==> src/rtl/mm_pkg.sv <==
// Matrix-multiply accelerator shared definitions
// Array geometry, element and accumulator types, memory port structs
`default_nettype none

package mm_pkg;

    // Array geometry and element width
    localparam int SA_WIDTH = 4;
    localparam int DW       = 8;
    localparam int MEM_DW   = SA_WIDTH * DW;

    typedef logic signed [DW-1:0]                      elem_t;
    typedef logic signed [2*DW:0]                      accum_t;
    // All accumulators, row-major, element (0,0) in the low bits
    typedef logic [SA_WIDTH*SA_WIDTH*(2*DW+1)-1:0]     accum_mat_t;

    typedef logic [31:0]       mem_addr_t;
    typedef logic [MEM_DW-1:0] mem_data_t;
    typedef logic [7:0]        mat_dim_t;

    typedef struct packed {
        mem_addr_t addr;
    } mem_rd_req_t;

    typedef struct packed {
        mem_addr_t addr;
        mem_data_t data;
    } mem_wr_req_t;

    typedef struct packed {
        mem_addr_t a_addr;
        mem_addr_t b_addr;
        mem_addr_t c_addr;
        mat_dim_t  width;
    } mm_cfg_t;

endpackage

`default_nettype wire

==> src/rtl/mat_buffer.sv <==
// Operand buffer
// One write port, one read port with registered output
`timescale 1ns/10ps
`default_nettype none

module mat_buffer #(
    parameter int BUF_AW = 6
) (
    input  wire                    clk,
    input  wire                    wr_en_i,
    input  wire [BUF_AW-1:0]       wr_addr_i,
    input  wire mm_pkg::mem_data_t wr_data_i,
    input  wire [BUF_AW-1:0]       rd_addr_i,
    output mm_pkg::mem_data_t      rd_data_o
);
    import mm_pkg::*;

    // One column of A or one row of B per word
    mem_data_t mem [2**BUF_AW];

    always_ff @(posedge clk) begin
        if (wr_en_i) begin
            mem[wr_addr_i] <= wr_data_i;
        end
        rd_data_o <= mem[rd_addr_i];
    end

endmodule

`default_nettype wire

==> config.mk <==
export PLATFORM = sky130hd
export DESIGN_NAME = mat_buffer
export DESIGN_NICKNAME = d
export VERILOG_FILES = /design/src/rtl/mm_pkg.sv /design/src/rtl/mat_buffer.sv
export SDC_FILE = /design/constraint.sdc
export NUM_CORES = 2
export LEC_CHECK = 0
export BUFFER_PORTS_ARGS = -buffer_cell sky130_fd_sc_hd__buf_4
export CAP_MARGIN = 40
export CORE_MARGIN = 2
export CORE_UTILIZATION = 43
export CTS_BUF_LIST = sky130_fd_sc_hd__clkbuf_16
export CTS_CLUSTER_DIAMETER = 40
export DETAILED_ROUTE_END_ITERATION = 8
export PLACE_DENSITY_LB_ADDON = 0.1
export SETUP_SLACK_MARGIN = 0.02
export SLEW_MARGIN = 20
export SYNTH_ARGS = -nofsm -noshare
export SYNTH_HDL_FRONTEND = slang
export SYNTH_SLANG_ARGS = --single-unit
==> constraint.sdc <==
create_clock -name clk -period 4.97 [get_ports clk]
set_input_delay 1.491 -clock clk [delete_from_list [all_inputs] [get_ports clk]]
set_output_delay 1.491 -clock clk [all_outputs]
set_load 0.01 [all_outputs]
After elaboration in Yosys (flattened, before gate mapping)
Memory sizes are Yosys's and may differ from the RTL's. A register that Yosys moved wholly into a read port is not among the register bits.
Index checks and enable logic that the tools add are counted.
Cells by class
  muxes and demuxes: 2
Operators by type and width (count)
  two-way mux 1 bit: 2
Word-level totals
  RAM bits: 2048
  word-level logic and storage cells: 3
  memories: 1
  register bits after elaboration: 0
  output and inout port bits: 32
Memory list
  mem: words 64, bits a word 32, rd ports 1, clocked after Yosys merged registers in 1, wr ports 1, line mat_buffer.sv:19  | mem_data_t mem [2**BUF_AW];

Depth between registers and ports, before layout
  word-level depth: 2
  mapped depth: 10
  mapped depth without buffers: 5

Least setup slack after synthesis
OpenSTA, ideal clock, no wires.
  kind: in2reg
  start: in wr_addr_i[3]
  end: mem mem[48][0] (netlist name), enable pin
  stages: 4
  arrival: 4.190 ns
  library setup time: 0.461 ns
  path slack: 0.319 ns
  path buffers: 1
  required time: 4.509 ns
  path through: clkbuf_1 -> nor2b_1 -> nand4b_1 -> nor3_1
RTL lines
  start: declaration: line mat_buffer.sv:11  | input wire [BUF_AW-1:0] wr_addr_i,
  end: declaration: line mat_buffer.sv:19
Straight into the memory's write port.

==> qor.csv <==
stage;metric;value;unit
routing;wire_per_inst;34.44;µm
logic_synthesis;synth_area_leader_cell;edfxtp_1;
logic_synthesis;synthTopCellsByArea;edfxtp_1 78%, mux4_2 16%, mux2i_1 1.2%, dfxtp_1 0.82%, o22ai_1 0.67%;
clock_tree;clk_pin_slew;0.05;ns
placed_design;placement.io_buffers;77;
placed_design;placedCellCount;5785;
floorplanning;num_io_pins;78;
grt;grt_overflow;0;
routing;ant_nets;1;
setup_path;required;5.71;ns
logic_synthesis;synth.ff_latch_count;2080;
power;p_seq_frac;0.469;
routing;dr_total_vias;37840;
logic_synthesis;synth-edff-count;2048;
power;power.share.switching;0.2138;
clock_tree;htree_levels;5;
logic_synthesis;synth_sequential_area_ratio;0.7914;
placed_design;dp_hpwl;122.7;mm
power;power;41.64;mW
floorplanning;initial_core_util;0.4335;
power;leakagePower;29.69;nW
power;switchingPower;8.903;mW
sta;tightest_slew;0.9665;ns
sta;finalCritPeriodShare;0.7432;
setup_path;arrival;4.43;ns
clock_tree;cts_setup_buffers;0;
floorplanning;core_area;181100;µm²
logic_synthesis;synth_cells;3324;
placed_design;gp_congestion;0.8179;
routing;drt_iter0_drc;4255;
sta;skew;0.04214;ns
setup_path;worst-setup-path-type;primary input to flop;
clock_tree;cts_hold_buf;0;
routing;vias_per_cell;5.992;
final_layout;final_net_count;3762;
grt;grtUsageTotal;0.2353;
clock_tree;clkLatencyLatePin;0.92;ns
routing;first_pass_iters;5;
power;ir_drop;0.3288;mV
logic_synthesis;yosys.area.top_type_share;0.7833;
logic_synthesis;synth_async_sr_flop_share;0;
final_layout;final_cell_mix;2048 x edfxtp_1, 544 x mux4_2, 304 x clkbuf_16;
power;power.share.clock;0.487;
final_layout;layout_commonest_cell;edfxtp_1;
run_status;violations;antenna rules;
sta;fin_crit;3.694;ns
setup_path;critPathCaptureType;flop;
final_layout;areaGrowthSynthToFinish;18.77;%
final_layout;fin_cells;6315;
final_layout;drive_above_1_share;0.3408;
sta;hold_viol_final;0;
floorplanning;num_rows;156;
floorplanning;die-height;431.3;µm
final_layout;regArea;62140;µm²
run_status;status;finished, violations left;
power;p_per_area;446.5;nW/µm²
clock_tree;cts.sinks;2080;
floorplanning;die_x;431.3;µm
sta;rsz0062_at_grt;no;
worst_hold_path;hold_path_class;flop to flop;
grt;grt_pass1_wl;303.2;mm
sta;finalSetupViolCount;0;
grt;antenna_found_initial;9;
logic_synthesis;syn_nets;3370;
floorplanning;die-area;186000;µm²
clock_tree;cts_made_buffers;296;
final_layout;nFillCells;13940;
sta;final_max_slew_viol_count;0;
sta;tns;0;ns
power;p_comb_frac;0.045;
logic_synthesis;synthFlopType;edfxtp_1;
setup_path;reg2reg_slack;2.67;ns
final_layout;final_util;0.5148;
grt;grt_pass1_vias;39240;
routing;drc_errors;0;
sta;slew_headroom;0.3557;
sta;timing.fmax;270.7;MHz
routing;wl;217.5;mm
clock_tree;cts_root_buf;clkbuf_16;
logic_synthesis;yosys_warnings;0;
clock_tree;ctsResizeCount;0;
clock_tree;cts_tree;yes;
logic_synthesis;syn_area;78520;µm²
logic_synthesis;ys_types;34;
job;max-cap-violations;0;
grt;grt_max_degree;74;
final_layout;multiInputGateArea;15970;µm²
setup_path;startpoint_type;primary input;
clock_tree;clockBufferDepth;4;
power;p_int;32.74;mW
logic_synthesis;syn_avg_cell_area;23.62;µm²
setup_path;path_max_fanout;33;
## sequential cells by signal (all words and copies together) (netlist names)
signal,cells
rd_data_o,32
mem,2048
## area by class of cell
type                       count  area share
tap                         2370     0.03180
sequential                  2080      0.6663
clock inverter               210     0.02100
multi-input combinational   1062      0.1712
timing repair buffer         276     0.02771
clock buffer                 304     0.08158
antenna                       13   0.0003488
## power groups by stage
stage	sequential [mW]	clock (mW)	combinational, mW
2_1_floorplan	19.8	0	0.944
3_3_place_gp	19.9	0	1.86
3_5_place_dp	19.9	0	1.89
4_1_cts	19.5	20.6	1.89
5_1_grt	19.5	21.3	1.97
6_report	19.5	20.3	1.86
## kinds of logic (layout without fill, tap and decap cells)
| group | Yosys count | count (layout) | synth area share |
|---|---|---|---|
| compound gates | 202 | 202 | 0.01673 |
| flops | 2080 | 2080 | 0.7914 |
| simple gates | 223 | 223 | 0.01265 |
| other cells | 0 | 13 | 0 |
| mux | 637 | 637 | 0.1679 |
| buf+inv | 182 | 790 | 0.01128 |
## synthesized netlist by cell type, types with 8 or more instances
master,n
buf_4,25
nor2b_1,15
o221ai_1,27
edfxtp_1,2048
mux2i_1,93
a21oi_1,62
a22oi_1,12
clkbuf_1,74
buf_1,21
o22ai_1,84
nand2_1,26
dfxtp_1,32
nand2b_1,8
buf_2,57
a311oi_1,8
mux4_2,544
nor2_1,137
## per-stage QoR
stage          hold slack (ns)  setup WS [ns]  instance area, µm²
6_report                0.7212          1.276               93250
4_1_cts                 0.7245          1.333               93190
3_3_place_gp            0.7112         0.3562               83580
3_5_place_dp            0.7109         0.3721               83620
5_1_grt                 0.7554          1.272               93230
2_1_floorplan           0.6632         0.3192               78520
## routing by layer
| metal | track usage | up-vias | wire length [µm] |
|---|---|---|---|
| met5 | 0 | - | 13 |
| met4 | 0.07497 | 2 | 6295 |
| met3 | 0.04075 | 339 | 13490 |
| met2 | 0.3870 | 1473 | 107500 |
| met1 | 0.3221 | 20860 | 90160 |
| li1 | - | 15170 | - |
## worst paths after layout
path	startpoint	end	cells after the start
worst max-delay path	rd_addr_i[0]	rd_data_o[29]	8
worst max register to register	mem[63][7]	rd_data_o[7]	4
worst min register to register	mem[12][17]	rd_data_o[17]	4
worst min-delay path	mem[12][17]	rd_data_o[17]	4
## critical path, stage by stage
cell and delay (ns):
buf_8 0.36, buf_12 0.28, buf_4 0.34, mux4_2 0.55
o22ai_1 0.30, nor2_1 0.18, a21oi_1 0.63, nor2_1 0.16
Note: power is estimated with default switching activity, not from simulation.
