--- src/rtl/mm_pkg.sv ---
// Matrix-multiply accelerator shared definitions
// Array geometry, element and accumulator types, memory port structs
`default_nettype none

package mm_pkg;

    // Array geometry and element width
    localparam int SA_WIDTH = 4;
    localparam int DW       = 8;
    localparam int MEM_DW   = SA_WIDTH * DW;

    typedef logic signed [DW-1:0]                      elem_t;
    typedef logic signed [2*DW:0]                      accum_t;
    // All accumulators, row-major, element (0,0) in the low bits
    typedef logic [SA_WIDTH*SA_WIDTH*(2*DW+1)-1:0]     accum_mat_t;

    typedef logic [31:0]       mem_addr_t;
    typedef logic [MEM_DW-1:0] mem_data_t;
    typedef logic [7:0]        mat_dim_t;

    typedef struct packed {
        mem_addr_t addr;
    } mem_rd_req_t;

    typedef struct packed {
        mem_addr_t addr;
        mem_data_t data;
    } mem_wr_req_t;

    typedef struct packed {
        mem_addr_t a_addr;
        mem_addr_t b_addr;
        mem_addr_t c_addr;
        mat_dim_t  width;
    } mm_cfg_t;

endpackage

`default_nettype wire

--- src/rtl/dma_engine.sv ---
// DMA engine for the matrix-multiply accelerator
// Fetches A and B into the operand buffers, starts the matrix engine,
// then writes the 16 accumulators of C back to memory
`timescale 1ns/10ps
`default_nettype none

module dma_engine #(
    parameter int BUF_AW = 6
) (
    input  wire                       clk,
    input  wire                       rst_n,

    // Configuration and control
    input  wire mm_pkg::mm_cfg_t      cfg_i,
    input  wire                       start_i,
    output logic                      done_o,

    // Memory read request and response
    output mm_pkg::mem_rd_req_t       rd_req_o,
    output logic                      rd_valid_o,
    input  wire                       rd_ready_i,
    input  wire mm_pkg::mem_data_t    rd_data_i,
    input  wire                       rd_rvalid_i,

    // Memory write
    output mm_pkg::mem_wr_req_t       wr_req_o,
    output logic                      wr_valid_o,
    input  wire                       wr_ready_i,

    // Operand buffer write port
    output logic                      buf_a_wren_o,
    output logic                      buf_b_wren_o,
    output logic [BUF_AW-1:0]         buf_waddr_o,
    output mm_pkg::mem_data_t         buf_wdata_o,

    // Matrix engine handshake
    output logic                      mm_start_o,
    input  wire                       mm_done_i,
    input  wire mm_pkg::accum_mat_t   accum_i
);
    import mm_pkg::*;

    // Room for 2K requests at the deepest buffer
    localparam int CNT_W  = BUF_AW + 2;
    localparam int ACC_W  = $bits(accum_t);
    localparam int N_ELEM = SA_WIDTH * SA_WIDTH;

    typedef enum logic [2:0] {
        IDLE,
        FETCH,
        START_MM,
        WAIT_MM,
        WRITE_C
    } state_t;

    state_t                    state;
    logic [CNT_W-1:0]          req_cnt;
    logic [CNT_W-1:0]          rsp_cnt;
    logic [CNT_W-1:0]          total_req;
    logic [$clog2(N_ELEM)-1:0] elem_cnt;
    accum_t                    c_elem;

    // A and B words interleave, so 2K reads in total
    assign total_req = CNT_W'({cfg_i.width, 1'b0});

    always_ff @(posedge clk or negedge rst_n) begin
        if (!rst_n) begin
            state      <= IDLE;
            req_cnt    <= '0;
            rsp_cnt    <= '0;
            elem_cnt   <= '0;
            mm_start_o <= 1'b0;
            done_o     <= 1'b0;
        end else begin
            mm_start_o <= 1'b0;
            done_o     <= 1'b0;
            case (state)
                IDLE: begin
                    if (start_i) begin
                        state   <= FETCH;
                        req_cnt <= '0;
                        rsp_cnt <= '0;
                    end
                end
                FETCH: begin
                    if (rd_valid_o && rd_ready_i) begin
                        req_cnt <= req_cnt + 1'b1;
                    end
                    if (rd_rvalid_i) begin
                        rsp_cnt <= rsp_cnt + 1'b1;
                        // Last response, its buffer write lands next cycle
                        if (rsp_cnt == total_req - 1'b1) begin
                            state <= START_MM;
                        end
                    end
                end
                START_MM: begin
                    mm_start_o <= 1'b1;
                    state      <= WAIT_MM;
                end
                WAIT_MM: begin
                    if (mm_done_i) begin
                        state    <= WRITE_C;
                        elem_cnt <= '0;
                    end
                end
                WRITE_C: begin
                    if (wr_ready_i) begin
                        elem_cnt <= elem_cnt + 1'b1;
                        if (elem_cnt == N_ELEM - 1) begin
                            state  <= IDLE;
                            done_o <= 1'b1;
                        end
                    end
                end
                default: state <= IDLE;
            endcase
        end
    end

    // Read requests, even count from A, odd count from B
    assign rd_valid_o = (state == FETCH) && (req_cnt < total_req);

    always_comb begin
        rd_req_o.addr = (req_cnt[0] ? cfg_i.b_addr : cfg_i.a_addr)
                      + mem_addr_t'({req_cnt[CNT_W-1:1], 2'b00});
    end

    // Response parity picks the buffer
    always_ff @(posedge clk or negedge rst_n) begin
        if (!rst_n) begin
            buf_a_wren_o <= 1'b0;
            buf_b_wren_o <= 1'b0;
        end else begin
            buf_a_wren_o <= (state == FETCH) && rd_rvalid_i && !rsp_cnt[0];
            buf_b_wren_o <= (state == FETCH) && rd_rvalid_i && rsp_cnt[0];
        end
    end

    always_ff @(posedge clk) begin
        if (rd_rvalid_i) begin
            buf_waddr_o <= rsp_cnt[BUF_AW:1];
            buf_wdata_o <= rd_data_i;
        end
    end

    // C write-back, one sign-extended accumulator per word
    assign wr_valid_o = (state == WRITE_C);
    assign c_elem     = accum_i[elem_cnt*ACC_W +: ACC_W];

    always_comb begin
        wr_req_o.addr = cfg_i.c_addr + mem_addr_t'({elem_cnt, 2'b00});
        wr_req_o.data = {{(MEM_DW-ACC_W){c_elem[ACC_W-1]}}, c_elem};
    end

endmodule

`default_nettype wire

--- config.mk ---
export PLATFORM = sky130hd
export DESIGN_NAME = dma_engine
export DESIGN_NICKNAME = d
export VERILOG_FILES = /design/src/rtl/mm_pkg.sv /design/src/rtl/dma_engine.sv
export SDC_FILE = /design/constraint.sdc
export NUM_CORES = 1
export LEC_CHECK = 0
export ABC_AREA = 1
export BUFFER_PORTS_ARGS = -buffer_cell sky130_fd_sc_hd__buf_2
export CAP_MARGIN = 20
export CORE_AREA = 2 2 219 221
export DETAILED_ROUTE_END_ITERATION = 8
export DIE_AREA = 0 0 221 223
export HOLD_SLACK_MARGIN = 0.1
export PLACE_DENSITY = 0.44
export SYNTH_ARGS = -nofsm -noshare
export SYNTH_HDL_FRONTEND = slang
export SYNTH_SLANG_ARGS = --single-unit
--- constraint.sdc ---
create_clock -name clk -period 3.47 [get_ports clk]
set_input_delay 0.694 -clock clk [delete_from_list [all_inputs] [get_ports clk]]
set_output_delay 0.694 -clock clk [all_outputs]
set_load 0.01 [all_outputs]
==> Word-level counts from Yosys, hierarchy flattened <==
Index checks and enable logic that the tools add are counted.
{ "totals": {"wordCells": 65, "regBits": 65} }
{ "op_classes": {"mux": 20, "reduce_logical": 13, "n_eq_ne": 13, "addsub": 6, "order_cmp": 1, "shift": 1, "mul": 1} }
{ "op_table": {"columns": ["op", "n"], "rows": [
  ["$shiftx 272x10->17", 1],
  ["$add 32x6->32", 1],
  ["$add 32x9->32", 1],
  ["$mux 32", 1],
  ["$pmux 8 s2", 2],
  ["$mux 8", 3],
  ["$mux 3", 6],
  ["$add 8x1->8 const B", 2],
  ["$pmux 3 s5", 1],
  ["$ne 2x2->1 const B", 5],
  ["$mul 4x5->9 const B", 1],
  ["$reduce_and 3->1", 3],
  ["$eq 8x8->1", 1],
  ["$lt 8x8->1", 1],
  ["$mux 4", 2],
  ["$pmux 4 s2", 1],
  ["$sub 8x1->8 const B", 1],
  ["$eq 3x2->1 const B", 2],
  ["$reduce_and 6->1", 1],
  ["$logic_and 1x1->1", 5],
  ["$add 4x1->4 const B", 1],
  ["$eq 4x4->1 const B", 1],
  ["$mux 1", 4],
  ["$ne 2x1->1 const B", 2],
  ["5 further kinds", 6]
]} }

==> Longest topological paths before layout <==
{ "logic_depth": {"word_depth": 5, "mapped_depth": 17, "ltp_nobuf": 14} }

==> Worst setup path before layout <==
Ideal clock, no wire load.
{ "synth_timing": {"kind": "register -> output", "start": "register req_cnt[0]", "end": "output rd_req_o[12] (netlist bit)", "path_stages_with_launch": 15, "setup_slack_ps": 36, "arrival_ps": 2740, "path_cell_list": "dfrtp_1 -> buf_6 -> buf_6 -> buf_6 -> buf_2 -> mux2_2 -> ha_1 -> inv_1 -> fa_1 -> o21ai_2 -> nand2_1 -> a21oi_1 -> nor2_1 -> nor2_1 -> xor2_1"} }
{ "synth_lines": {"columns": ["item", "line_no", "text"], "rows": [
  ["start, declared", "dma_engine.sv:57", "logic [CNT_W-1:0] req_cnt;"],
  ["start signal, assigned", "dma_engine.sv:87", "req_cnt <= req_cnt + 1'b1;"],
  ["end, declared", "dma_engine.sv:19", "output mm_pkg::mem_rd_req_t rd_req_o,"]
]} }

==> impl_metrics.toml <==
[status]
status = "finished, final reports clean"

[worst_setup_path]
worstPathArrival_ns = 2.72
critPathMaxFanout = 8
critPathTopFamily = "flip-flops"
cpPeakStageDelay_ns = 0.57
ff2ff_path_depth = 9
cp_num_buf_inv = 4
slowest_stage = "dfrtp_4"
cp-end-kind = "output pin"
ff2ff_setup_slack_ns = 1.17
start_kind = "flip-flop"
required_ns = 2.78
cp_cell_sequence = "buf_6 > mux2_4 > ha_4 > nand2_2 > inv_2 > nand3_2 > o21ai_4 > nand2_4 > nor2_4 > buf_4 > xor2_1 > buf_2"
r2r_start = "elem_cnt[0]$_DFFE_PN0P_"
timing.rr.end = "state[0]$_DFFE_PN0P_"
worst-setup-path-type = "flip-flop to output pin"

[floorplanning]
rows = 80
die_area_um2 = 49300
initial_core_util_pct = 16.3
core_um2 = 47100
die_w_um = 221
fp.dieH_um = 223
ios = 555

[timing]
relSlewSlack_pct = 54.8
finalCritPeriodShare_pct = 98.3
slew_violations = 0
setup_violations = 0
worst_pin_slew_ns = 0.678
fmax_mhz = 293
period_needed_ns = 3.41
rsz0062_at_grt = "yes"
worst_slack_ns = 0.0588
hold_viol = 0
skew_ns = 0.00782

[logic_synthesis]
synth_compound_area_share_pct = 21.0
synth_xor_area_share_pct = 6.94
synth_nets = 1628
avgSynthCellArea_um2 = 6.47
synthAdderAreaFrac_pct = 3.93
yosysSeqAreaShare_pct = 23.6
ys_ff_latch = 65
synth_cell_types = 48
synthesis.instances = 1190
yosysWarnings = 0
synth_simple_gate_area_share_pct = 32.3
synthArstFlopShare_pct = 41.5
synth_ff_type = "edfxtp_1"
synth_top_family_by_area = "simple AND/OR/NAND/NOR gates"
synth_edf_count = 38
synthMuxAreaShare_pct = 1.17
syn_area_um2 = 7690

[drt]
drc = 0
drt-pass1-iter-count = 5
routedWlPerCell_um = 18.1
drt_wl_total_um = 42300
drt_iter0_drc = 504
vias_per_cell = 4.42
vias = 10300
antenna_left = 0

[clock_tree]
cts_inserted_buffers = 9
clk_pin_slew_ns = 0.06
hold_buffers = 0
cts_root_buf = "clkbuf_16"
h-tree-depth = 3
clk_path_buf_depth = 2
insertion_delay_ns = 0.34
cts_tree = "built"
cts.sinks = 65

[layout]
nets = 2153
fillCellCount = 5401
area_delta_synth_final_pct = 52.0
fin_util_pct = 24.8
fin_cells = 2337
layout-drive-gt1-share_pct = 40.2

[global_routing]
grt_pass1_wl_um = 61000
gr-total-overflow = 0
grt.total_usage_pct = 16.2
grt_pass1_vias = 10100
antenna_found_initial = 10
grt_max_degree = 91

[run]
maxCapViolations = 0

[placed_design]
pre_cts_ws_ns = 0.0424
hpwl_um = 36000
dp.cells = 2305
port_buffers = 549
gp_congestion = 0.918

[worst_hold_path]
hold_class = "primary input to async pin"

[power]
peakVddDrop_uv = 863
p_per_area_nw_per_um2 = 615
p_leak_nw = 5.74
-- layout by cell type (no fill, tap or decap), types with 9 or more instances in the layout --
master / count
dfrtp_1: 24
nor3_1: 17
xor2_1: 44
nand3_1: 77
o22ai_1: 39
nand2_1: 206
ha_1: 15
buf_4: 34
o221ai_1: 29
buf_2: 549
o21ai_0: 154
clkbuf_16: 10
nor2_1: 199
edfxtp_1: 38
nand2_2: 9
nor2_2: 9
xnor2_1: 17
nand4_1: 18
inv_1: 102
a21oi_1: 14
-- cell families (layout without fill, tap and decap cells) --
family | count (synthesis) | after routing
AND/OR/NAND/NOR | 570 | 570
buffers and inverters | 190 | 720
adder cells (fa/ha/maj) | 23 | 23
XOR/XNOR | 61 | 61
AO/OA/AOI/OAI | 273 | 273
multiplexers | 8 | 8
flip-flops | 65 | 65
other | 0 | 2
-- metal layers --
metal  global-route usage, %  part of all wire, %  vias up
met2                    30.6                   52      378
met5                       0                0.017        -
li1                        -                    -     5066
met1                    17.7                   38     4827
met4                    7.47                  4.5        2
met3                    2.50                  4.8       67
-- synthesized netlist by cell type (all sizes together) (2+ instances only) --
master  instances  area [um2]
o22ai          39         244
nor2          213         840
xnor2          17         149
edfxtp         38        1140
inv           107         402
o21bai          2        15.0
ha             21         263
fa              2        40.0
o21ai         173         915
nor3           21         131
nor3b           4        40.0
a31oi           2        12.5
nand3b          3        22.5
clkbuf         46         173
buf            34         262
or2             2        12.5
nand3          85         443
nand4          18         113
clkinv          3        11.3
o31ai           2        15.0
o221ai         29         254
xor2           44         385
nor4            5        31.3
o211ai          5        37.5
mux2            8        90.1
nand2         218         846
dfrtp          27         676
a21oi          20         119
-- power breakdown --
part	internal [mW]	leakage (nW)	switching, mW	total (mW)
Combinational	1.79	4.85	3.46	5.26
Sequential	0.936	0.738	0.0917	1.03
Clock	0.546	0.148	0.357	0.903
-- worst max-delay path by stage --
stage | startpoint | to | depth (start not counted)
after CTS | req_cnt[0]$_DFFE_PN0P_ | rd_req_o[12] | 11
final | req_cnt[0]$_DFFE_PN0P_ | rd_req_o[15] | 12
after global routing | req_cnt[0]$_DFFE_PN0P_ | rd_req_o[21] | 12
after detailed placement | cfg_i[10] | wr_req_o[54] | 12
after floorplan | req_cnt[0]$_DFFE_PN0P_ | rd_req_o[12] | 14
after global placement | cfg_i[75] | rd_req_o[19] | 13
-- stage by stage --
step / area, um2 / TNS [ns] / hold WS, ns / power [mW]
final: 11700 / 0 / 0.392 / 7.19
after global routing: 11700 / -0.409 / 0.447 / 7.71
after CTS: 11500 / -0.00417 / 0.413 / 7.19
after global placement: 11100 / 0 / 0.489 / 6.18
after detailed placement: 11100 / 0 / 0.505 / 6.19
after floorplan: 7690 / 0 / 0.398 / 4.22
-- worst reg2reg max path, cell delays in order (launching register included) --
cell and delay [ns]:
dfrtp_4 0.42, buf_4 0.13, buf_12 0.24, buf_6 0.42
ha_1 0.24, nand3_1 0.17, a21oi_1 0.33, nand3_1 0.12
nand2_1 0.07, nand2_1 0.05
-- state kept, by name (all words and copies together) (netlist names) --
name / cells
buf_a_wren_o: 1
rsp_cnt: 8
buf_b_wren_o: 1
state: 3
buf_waddr_o: 6
mm_start_o: 1
done_o: 1
buf_wdata_o: 32
elem_cnt: 4
req_cnt: 8
-- repair_timing --
item,in CTS,in global routing
endpoints found under the setup margin,24,28
buffers inserted,7,7
pin swaps,6,14
gates resized for setup,16,39
-- final cells by class --
class	count	area (um2)	share of cell area [%]
antenna	2	5.00	0.0428
timing repair buffer	594	3150	27.0
tap	615	769	6.58
clock buffer	12	268	2.29
sequential	65	1830	15.6
clock inverter	4	25.0	0.214
multi-input combinational	935	5230	44.8
inverter	110	415	3.55
No activity file was read; power rests on OpenSTA's default activity.
