[config.mk]
export PLATFORM = sky130hd
export DESIGN_NAME = mm_engine
export DESIGN_NICKNAME = d
export VERILOG_FILES = /design/src/rtl/mm_pkg.sv /design/src/rtl/systolic_pe.sv /design/src/rtl/mm_engine.sv
export SDC_FILE = /design/constraint.sdc
export NUM_CORES = 2
export LEC_CHECK = 0
export ABC_AREA = 1
export BUFFER_PORTS_ARGS = -buffer_cell sky130_fd_sc_hd__buf_2
export CAP_MARGIN = 20
export CORE_MARGIN = 3
export CORE_UTILIZATION = 55
export CTS_BUF_LIST = sky130_fd_sc_hd__clkbuf_16
export DETAILED_ROUTE_END_ITERATION = 8
export PLACE_DENSITY = 0.76
export REMOVE_ABC_BUFFERS = 1
export SLEW_MARGIN = 20
export SYNTH_ARGS = -nofsm -noshare
export SYNTH_HDL_FRONTEND = slang
export SYNTH_SLANG_ARGS = --single-unit
export TNS_END_PERCENT = 20
[constraint.sdc]
create_clock -name clk -period 5 [get_ports clk]
set_clock_uncertainty 0.1 [all_clocks]
set_input_delay 1 -clock clk [delete_from_list [all_inputs] [get_ports clk]]
set_output_delay 1 -clock clk [all_outputs]
set_load 0.005 [all_outputs]
[src/rtl/mm_pkg.sv]
// Matrix-multiply accelerator shared definitions
// Array geometry, element and accumulator types, memory port structs
`default_nettype none

package mm_pkg;

    // Array geometry and element width
    localparam int SA_WIDTH = 4;
    localparam int DW       = 8;
    localparam int MEM_DW   = SA_WIDTH * DW;

    typedef logic signed [DW-1:0]                      elem_t;
    typedef logic signed [2*DW:0]                      accum_t;
    // All accumulators, row-major, element (0,0) in the low bits
    typedef logic [SA_WIDTH*SA_WIDTH*(2*DW+1)-1:0]     accum_mat_t;

    typedef logic [31:0]       mem_addr_t;
    typedef logic [MEM_DW-1:0] mem_data_t;
    typedef logic [7:0]        mat_dim_t;

    typedef struct packed {
        mem_addr_t addr;
    } mem_rd_req_t;

    typedef struct packed {
        mem_addr_t addr;
        mem_data_t data;
    } mem_wr_req_t;

    typedef struct packed {
        mem_addr_t a_addr;
        mem_addr_t b_addr;
        mem_addr_t c_addr;
        mat_dim_t  width;
    } mm_cfg_t;

endpackage

`default_nettype wire

[src/rtl/systolic_pe.sv]
// Systolic array processing element
// Signed multiply-accumulate, forwards A to the right and B downward
`timescale 1ns/10ps
`default_nettype none

module systolic_pe (
    input  wire                 clk,
    input  wire                 rst_n,
    input  wire                 clear_i,
    input  wire mm_pkg::elem_t  a_i,
    input  wire mm_pkg::elem_t  b_i,
    input  wire                 valid_i,
    output mm_pkg::elem_t       a_o,
    output mm_pkg::elem_t       b_o,
    output logic                valid_o,
    output mm_pkg::accum_t      acc_o
);
    import mm_pkg::*;

    accum_t prod;

    // Operands are sign-extended to accumulator width first
    assign prod = a_i * b_i;

    always_ff @(posedge clk or negedge rst_n) begin
        if (!rst_n) begin
            valid_o <= 1'b0;
            acc_o   <= '0;
        end else begin
            valid_o <= valid_i;
            if (clear_i) begin
                acc_o <= '0;
            end else if (valid_i) begin
                acc_o <= acc_o + prod;
            end
        end
    end

    always_ff @(posedge clk) begin
        a_o <= a_i;
        b_o <= b_i;
    end

endmodule

`default_nettype wire

[src/rtl/mm_engine.sv]
// Matrix engine
// Streams the operand buffers with skew through a 4x4 output-stationary
// systolic array and pulses done when the last cell has accumulated
`timescale 1ns/10ps
`default_nettype none

module mm_engine #(
    parameter int BUF_AW = 6
) (
    input  wire                     clk,
    input  wire                     rst_n,
    input  wire                     start_i,
    input  wire mm_pkg::mat_dim_t   width_i,
    output logic                    done_o,
    output logic [BUF_AW-1:0]       buf_raddr_o,
    input  wire mm_pkg::mem_data_t  buf_a_data_i,
    input  wire mm_pkg::mem_data_t  buf_b_data_i,
    output wire mm_pkg::accum_mat_t accum_o
);
    import mm_pkg::*;

    localparam int ACC_W      = $bits(accum_t);
    // Skew on both edges of the array before the last cell sees its data
    localparam int DRAIN_LAST = 2 * (SA_WIDTH - 1);

    logic                           rd_active;
    logic [BUF_AW-1:0]              rd_cnt;
    logic                           feed_vld;
    logic                           drain_on;
    logic [$clog2(DRAIN_LAST+1)-1:0] drain_cnt;

    // Operand grids between cells, index 0 is the array edge
    elem_t a_grid [SA_WIDTH][SA_WIDTH+1];
    elem_t b_grid [SA_WIDTH+1][SA_WIDTH];
    logic  v_grid [SA_WIDTH][SA_WIDTH+1];

    assign buf_raddr_o = rd_cnt;

    always_ff @(posedge clk or negedge rst_n) begin
        if (!rst_n) begin
            rd_active <= 1'b0;
            rd_cnt    <= '0;
            feed_vld  <= 1'b0;
            drain_on  <= 1'b0;
            drain_cnt <= '0;
            done_o    <= 1'b0;
        end else begin
            done_o   <= 1'b0;
            // Buffer data follows its address by one cycle
            feed_vld <= rd_active;
            if (start_i) begin
                rd_active <= 1'b1;
                rd_cnt    <= '0;
            end else if (rd_active) begin
                rd_cnt <= rd_cnt + 1'b1;
                if (mat_dim_t'(rd_cnt) == width_i - mat_dim_t'(1)) begin
                    rd_active <= 1'b0;
                    drain_on  <= 1'b1;
                    drain_cnt <= '0;
                end
            end
            if (drain_on) begin
                drain_cnt <= drain_cnt + 1'b1;
                if (drain_cnt == DRAIN_LAST) begin
                    drain_on <= 1'b0;
                    done_o   <= 1'b1;
                end
            end
        end
    end

    // Lane i delays row i of A and column i of B by i cycles
    for (genvar i = 0; i < SA_WIDTH; i++) begin : g_lane
        if (i == 0) begin : g_direct
            assign a_grid[i][0] = buf_a_data_i[i*DW +: DW];
            assign b_grid[0][i] = buf_b_data_i[i*DW +: DW];
            assign v_grid[i][0] = feed_vld;
        end else begin : g_skew
            elem_t a_dly   [i];
            elem_t b_dly   [i];
            logic  vld_dly [i];

            always_ff @(posedge clk or negedge rst_n) begin
                if (!rst_n) begin
                    for (int s = 0; s < i; s++) begin
                        vld_dly[s] <= 1'b0;
                    end
                end else begin
                    vld_dly[0] <= feed_vld;
                    for (int s = 1; s < i; s++) begin
                        vld_dly[s] <= vld_dly[s-1];
                    end
                end
            end

            always_ff @(posedge clk) begin
                a_dly[0] <= buf_a_data_i[i*DW +: DW];
                b_dly[0] <= buf_b_data_i[i*DW +: DW];
                for (int s = 1; s < i; s++) begin
                    a_dly[s] <= a_dly[s-1];
                    b_dly[s] <= b_dly[s-1];
                end
            end

            assign a_grid[i][0] = a_dly[i-1];
            assign b_grid[0][i] = b_dly[i-1];
            assign v_grid[i][0] = vld_dly[i-1];
        end
    end

    // PE grid, valid travels right together with A
    for (genvar i = 0; i < SA_WIDTH; i++) begin : g_row
        for (genvar j = 0; j < SA_WIDTH; j++) begin : g_col
            systolic_pe u_pe (
                .clk     (clk),
                .rst_n   (rst_n),
                .clear_i (start_i),
                .a_i     (a_grid[i][j]),
                .b_i     (b_grid[i][j]),
                .valid_i (v_grid[i][j]),
                .a_o     (a_grid[i][j+1]),
                .b_o     (b_grid[i+1][j]),
                .valid_o (v_grid[i][j+1]),
                .acc_o   (accum_o[(i*SA_WIDTH+j)*ACC_W +: ACC_W])
            );
        end
    end

endmodule

`default_nettype wire

# After elaboration in Yosys (flattened, before gate mapping)
# Memories as Yosys holds them, arrays and structs flattened.
# Index checks and enable logic that the tools add are counted.
[word_totals]
reg_bits = 483
ramBits = 96
inputBits = 75
out_inout_bits = 279
wordCells = 155
n_memories = 6
[classes]
add_sub_neg = 19
multipliers = 16
eq_ne = 3
muxes = 48
reduce_logical = 11
[memory_table]
columns = ["name", "words", "width", "rd", "rd_clocked_by_memory_dff", "wr", "line", "text"]
rows = [
  ["g_lane[3].g_skew.a_dly", 3, 8, 3, 0, 3, "mm_engine.sv:79", "elem_t a_dly [i];"],
  ["g_lane[3].g_skew.b_dly", 3, 8, 3, 0, 3, "mm_engine.sv:80", "elem_t b_dly [i];"],
  ["g_lane[2].g_skew.a_dly", 2, 8, 2, 0, 2, "mm_engine.sv:79", ""],
  ["g_lane[2].g_skew.b_dly", 2, 8, 2, 0, 2, "mm_engine.sv:80", ""],
  ["g_lane[1].g_skew.a_dly", 1, 8, 1, 0, 1, "mm_engine.sv:79", ""],
  ["g_lane[1].g_skew.b_dly", 1, 8, 1, 0, 1, "mm_engine.sv:80", ""],
]
[ops]
columns = ["op", "n"]
rows = [
  ["$mux W17", 32],
  ["$add A17 B17 Y17", 16],
  ["$mul A8 B8 Y16", 16],
  ["$reduce_bool A2 Y1", 10],
  ["$mux W3", 4],
  ["$mux W6", 2],
  ["$mux W1", 10],
  ["$eq A6 B8 Y1", 1],
  ["$sub A8 B1 Y8 const B", 1],
  ["$add A6 B1 Y6 const B", 1],
  ["$add A3 B1 Y3 const B", 1],
  ["$eq A3 B3 Y1 const B", 1],
  ["$reduce_and A3 Y1", 1],
  ["$ne A2 B1 Y1 const B", 1],
]

# Depth between registers and ports, before layout
[depth]
word_depth = 7
mapped_depth = 33
mapped_depth_nobuf = 32

# Hierarchy
# From an unflattened synthesis, not the netlist that was laid out.
[unflattened]
hier_cells = 10198
area_unflattened_um2 = 76515.9
[by_module_without_submodules]
columns = ["module", "n_inst", "cells_per_inst", "area_each_um2"]
rows = [
  ["systolic_pe at g_row[1].g_col[2].u_pe ...", 6, 614, 4580.6],
  ["systolic_pe at g_row[0].g_col[0].u_pe ...", 5, 641, 4623.2],
  ["systolic_pe at g_row[3].g_col[1].u_pe ...", 3, 616, 4600.7],
  ["systolic_pe at g_row[0].g_col[1].u_pe", 1, 645, 4674.5],
  ["systolic_pe at g_row[3].g_col[0].u_pe", 1, 591, 4531.8],
  ["mm_engine", 1, 225, 2907.8],
]

# Worst setup path before layout
# No wires, ideal clock.
[synth_timing]
path_kind = "input -> register"
from = "input buf_a_data_i[6]"
to = "register g_row[0].g_col[0].u_pe.acc_o[16]"
setup_time_ns = 0.118
t_arrival_ns = 5.467
required_ns = 4.782
slack_ns = -0.685
stages = 26
cell_sequence = "clkbuf_1 -> nand2_1 -> fa_1 -> fa_1 -> inv_1 -> fa_1 -> inv_1 -> fa_1 -> inv_1 -> ha_1 -> nand2_1 -> inv_1 -> nand2_1 -> nand2_1 -> a21oi_1 -> o211ai_1 -> xnor2_1 -> inv_1 -> ha_1 -> a21o_1 -> a21oi_1 -> o21bai_1 -> a21oi_1 -> nand3_1 -> nand3_1 -> nand2_1"
[synth_via]
elab_chain_len = 4
[synth_rtl]
columns = ["item", "line", "text"]
rows = [
  ["start: declaration", "mm_engine.sv:16", "input wire mm_pkg::mem_data_t buf_a_data_i,"],
  ["$mul A8 B8 Y16", "systolic_pe.sv:23", "assign prod = a_i * b_i;"],
  ["$add A17 B17 Y17", "systolic_pe.sv:34", "acc_o <= acc_o + prod;"],
  ["$mux W17", "systolic_pe.sv:33", "end else if (valid_i) begin"],
  ["$mux W17", "systolic_pe.sv:31", "if (clear_i) begin"],
  ["end signal: assignment", "systolic_pe.sv:34", ""],
  ["end: declaration", "systolic_pe.sv:16", "output mm_pkg::accum_t acc_o"],
]
# No other way between the ends. The select of a mux whose other input is x is not followed.
# A chain may end at the register's enable or synchronous reset.

# Worst setup path in the final report
[layout_timing]
from = "register g_row[1].g_col[1].u_pe.a_o[7]"
to = "register g_row[1].g_col[2].u_pe.acc_o[16]"
[layout_via]
elab_chain_len = 4
[layout_rtl]
columns = ["item", "line", "text"]
rows = [
  ["start: declaration", "systolic_pe.sv:13", "output mm_pkg::elem_t a_o,"],
  ["start signal: assignment", "systolic_pe.sv:40", "a_o <= a_i;"],
  ["$mul A8 B8 Y16", "systolic_pe.sv:23", ""],
  ["$add A17 B17 Y17", "systolic_pe.sv:34", ""],
  ["$mux W17", "systolic_pe.sv:33", ""],
  ["$mux W17", "systolic_pe.sv:31", ""],
  ["end signal: assignment", "systolic_pe.sv:34", ""],
  ["end: declaration", "systolic_pe.sv:16", ""],
]
# No other way between the ends. The select of a mux whose other input is x is not followed.

==> results.yml <==
run_status:
  status: "complete, but fails checks"
  violations: "setup timing"
worst_setup_path:
  reg2reg_depth: 31
  arrival_ns: 5.91
  critical_path_class: "flop to flop"
  slowest_stage: "fa_1"
  cp.required_ns: 5.53
  crit_path_end_kind: "flop"
  slowest_delay_ns: 0.54
  crit_fanout: 5
  startpoint_type: "flop"
synth:
  synth_fa_ha_area_share_pct: 37.5
  synth_seq_area_share_pct: 18.1
  synth_edf_count: 0
  synth.distinct_cells: 51
  syn_area_per_cell_sq_um: 7.50
  yosys.area_share.simple_pct: 17.6
  synth_compound_area_share_pct: 8.06
  ys_seq_elements: 579
  synthMuxAreaShare_pct: 0
  yosys_warnings: 0
  synth_top_family_by_area: "adder cells"
  synthXorXnorAreaFrac_pct: 3.22
  ys.flop_type: "dfrtp_1"
  synthesis.area_sq_um: 72000
  syn-instance-count: 9590
  netlist_top_cells_count: "2670 x inv_1, 2297 x nand2_1, 896 x fa_1, 724 x ha_1, 443 x a21oi_1"
  synth_most_common_cell: "inv_1"
  ys_async_sr_fraction_pct: 50.3
  synth_area_leader_cell: "fa_1"
  synth_area_leaders: "fa_1 25%, inv_1 14%, ha_1 13%"
  synth_top_cell_area_share_pct: 24.9
die:
  die_h_um: 368
  initial_core_util_pct: 55.5
  dieArea_sq_um: 135000
  rows: 132
  core_area_sq_um: 130000
  io_pins: 354
  die_w_um: 368
clock_network:
  cts_root_buf: "clkbuf_16"
  cts_sinks: 579
  cts_hold_buffers: 0
  clk_latency_ns: 0.69
  cts_max_level: 3
  clk_path_buf_depth: 3
  cts_tree: "built"
  numCtsBuffers: 76
  path_clk_slew_ns: 0.06
sta:
  worstMarginPinSlew_ns: 0.972
  period_share_pct: 108
  fin_ws_ns: -0.381
  fin_crit_ns: 5.38
  setup_viol: 99
  grt_setup_unrepaired: "yes"
  slew_violations: 0
  timing.fmax_mhz: 186
  slew_headroom_pct: 35.2
  hold_viol: 0
placed_design:
  dp_hpwl_um: 160000
  dp_slack_ns: -0.989
  io_buffers: 353
  routabilityCongestion: 0.931
detailed_routing:
  drtPass1Iterations: 6
  viasPerCell: 5.11
  drtIter0Drc: 3765
  vias: 65392
  routed_wl_um: 205000
  wire_per_inst_um: 16.0
  ant_nets: 0
  drc_errors: 0
cells_and_area:
  drive_above_1_share_pct: 24.7
  nets: 12677
  fillers: 9594
  syn_to_final_growth_pct: 27.2
  regArea_sq_um: 13400
  multi_input_area_sq_um: 52000
flow_run:
  max_cap_violations: 0
grt:
  grt_overflow: 0
  track_usage_pct: 29.3
  grt_pass1_vias: 67303
  grt_pass1_wl_um: 325000
  grt_max_degree: 80
  antenna_found_initial: 8
min_path:
  hold_class: "input port to asynchronous set/reset pin"
## cells by family after synthesis
family / after synthesis
AO/OA/AOI/OAI: 1017
XOR/XNOR: 264
adder cells (fa/ha/maj): 1620
buffers and inverters: 2964
flip-flops: 579
AND/OR/NAND/NOR: 3146
## flip-flops by register name, indices dropped and copies added, names as in the netlist
| name | count |
|---|---|
| drain_on | 1 |
| g_row.g_col.u_pe.b_o | 96 |
| g_lane.g_skew.a_dly | 48 |
| drain_cnt | 3 |
| done_o | 1 |
| g_lane.g_skew.b_dly | 48 |
| g_row.g_col.u_pe.acc_o | 272 |
| feed_vld | 1 |
| g_row.g_col.u_pe.valid_o | 6 |
| buf_raddr_o | 6 |
| g_row.g_col.u_pe.a_o | 96 |
| rd_active | 1 |
## what timing repair did
action,4_1_cts,5_1_grt
resized for setup,614,630
pin swaps,218,281
buffers inserted,47,43
endpoints found under the setup margin,123,144
## per-stage QoR
| stage | std cells | TNS (ns) | utilization (%) | cell area [sq um] | hold WS [ns] |
|---|---|---|---|---|---|
| after CTS | 12741 | -9.71 | 68.4 | 88600 | 0.193 |
| after floorplan | 9302 | -4.47 | - | 70800 | 0.210 |
| after detailed placement | 12558 | -38.76 | 64.5 | 83600 | 0.212 |
| after global placement | 12558 | -30.34 | 64.5 | 83600 | 0.211 |
| final | 12790 | -13.37 | 70.6 | 91500 | 0.211 |
| after global routing | 12787 | -43.37 | 70.6 | 91500 | 0.225 |
## critical path: cells and delay by family, from the launching register on
kind	cells	cell delay, ns
simple gates	11	0.99
flops	1	0.36
fa+ha+maj	6	2.60
compound gates	3	0.34
xor+xnor	1	0.20
buf+inv	10	0.75
## worst paths after layout
path                                               start                          endpoint  slack [ns]
min in group clk            g_lane[3].g_skew.a_dly[0][7]     g_lane[3].g_skew.a_dly[0][15]        0.22
min                                                rst_n   g_row[3].g_col[1].u_pe.acc_o[2]        0.21
max                        g_row[1].g_col[1].u_pe.a_o[7]  g_row[1].g_col[2].u_pe.acc_o[16]       -0.38
min reg2reg                 g_lane[3].g_skew.a_dly[0][7]     g_lane[3].g_skew.a_dly[0][15]        0.22
max reg2reg                g_row[1].g_col[1].u_pe.a_o[7]  g_row[1].g_col[2].u_pe.acc_o[16]       -0.38
max in group asynchronous                          rst_n  g_row[0].g_col[1].u_pe.acc_o[14]        3.61
## final cells by class
class	count	share of cell area (%)
multi-input cells	6047	56.9
flip-flops and latches	579	14.6
repair buffers	1602	12.5
inverters	2676	11.0
well taps	1742	2.38
clock buffers	82	2.24
clock inverters	56	0.373
diodes	6	0.0164
## per-layer routing
metal / vias up / wire (um) / GRT usage, % / part of all wire [%]
met3: 651 / 12900 / 5.73 / 6.3
met4: 6 / 13100 / 16.5 / 6.4
met5: - / 47 / 0 / 0.023
li1: 31273 / - / - / -
met1: 31500 / 76800 / 33.1 / 37
met2: 1962 / 102000 / 51.9 / 50
## cell usage in the layout, fill, tap and decap left out, drive strengths merged, types with 9 or more instances in the layout
cell type  count
nand2       2297
a21o          59
a21boi        22
xnor2         97
a32o           9
clkbuf        83
ha           724
nor3          58
o22ai         14
buf         1601
dfrtp        291
a22o          16
clkinv        29
xor2         167
o21bai        44
nand3b        17
a21oi        446
inv         2694
fa           896
o21ai        308
o211ai        17
nor2         335
nand3        371
o211a          9
a31oi         41
o31ai         22
dfxtp        288
or2           44
nand4         22
Power is left out: the tool's default activity adds up to more than one toggle a clock period on the data nets, which glitch-free logic cannot reach.
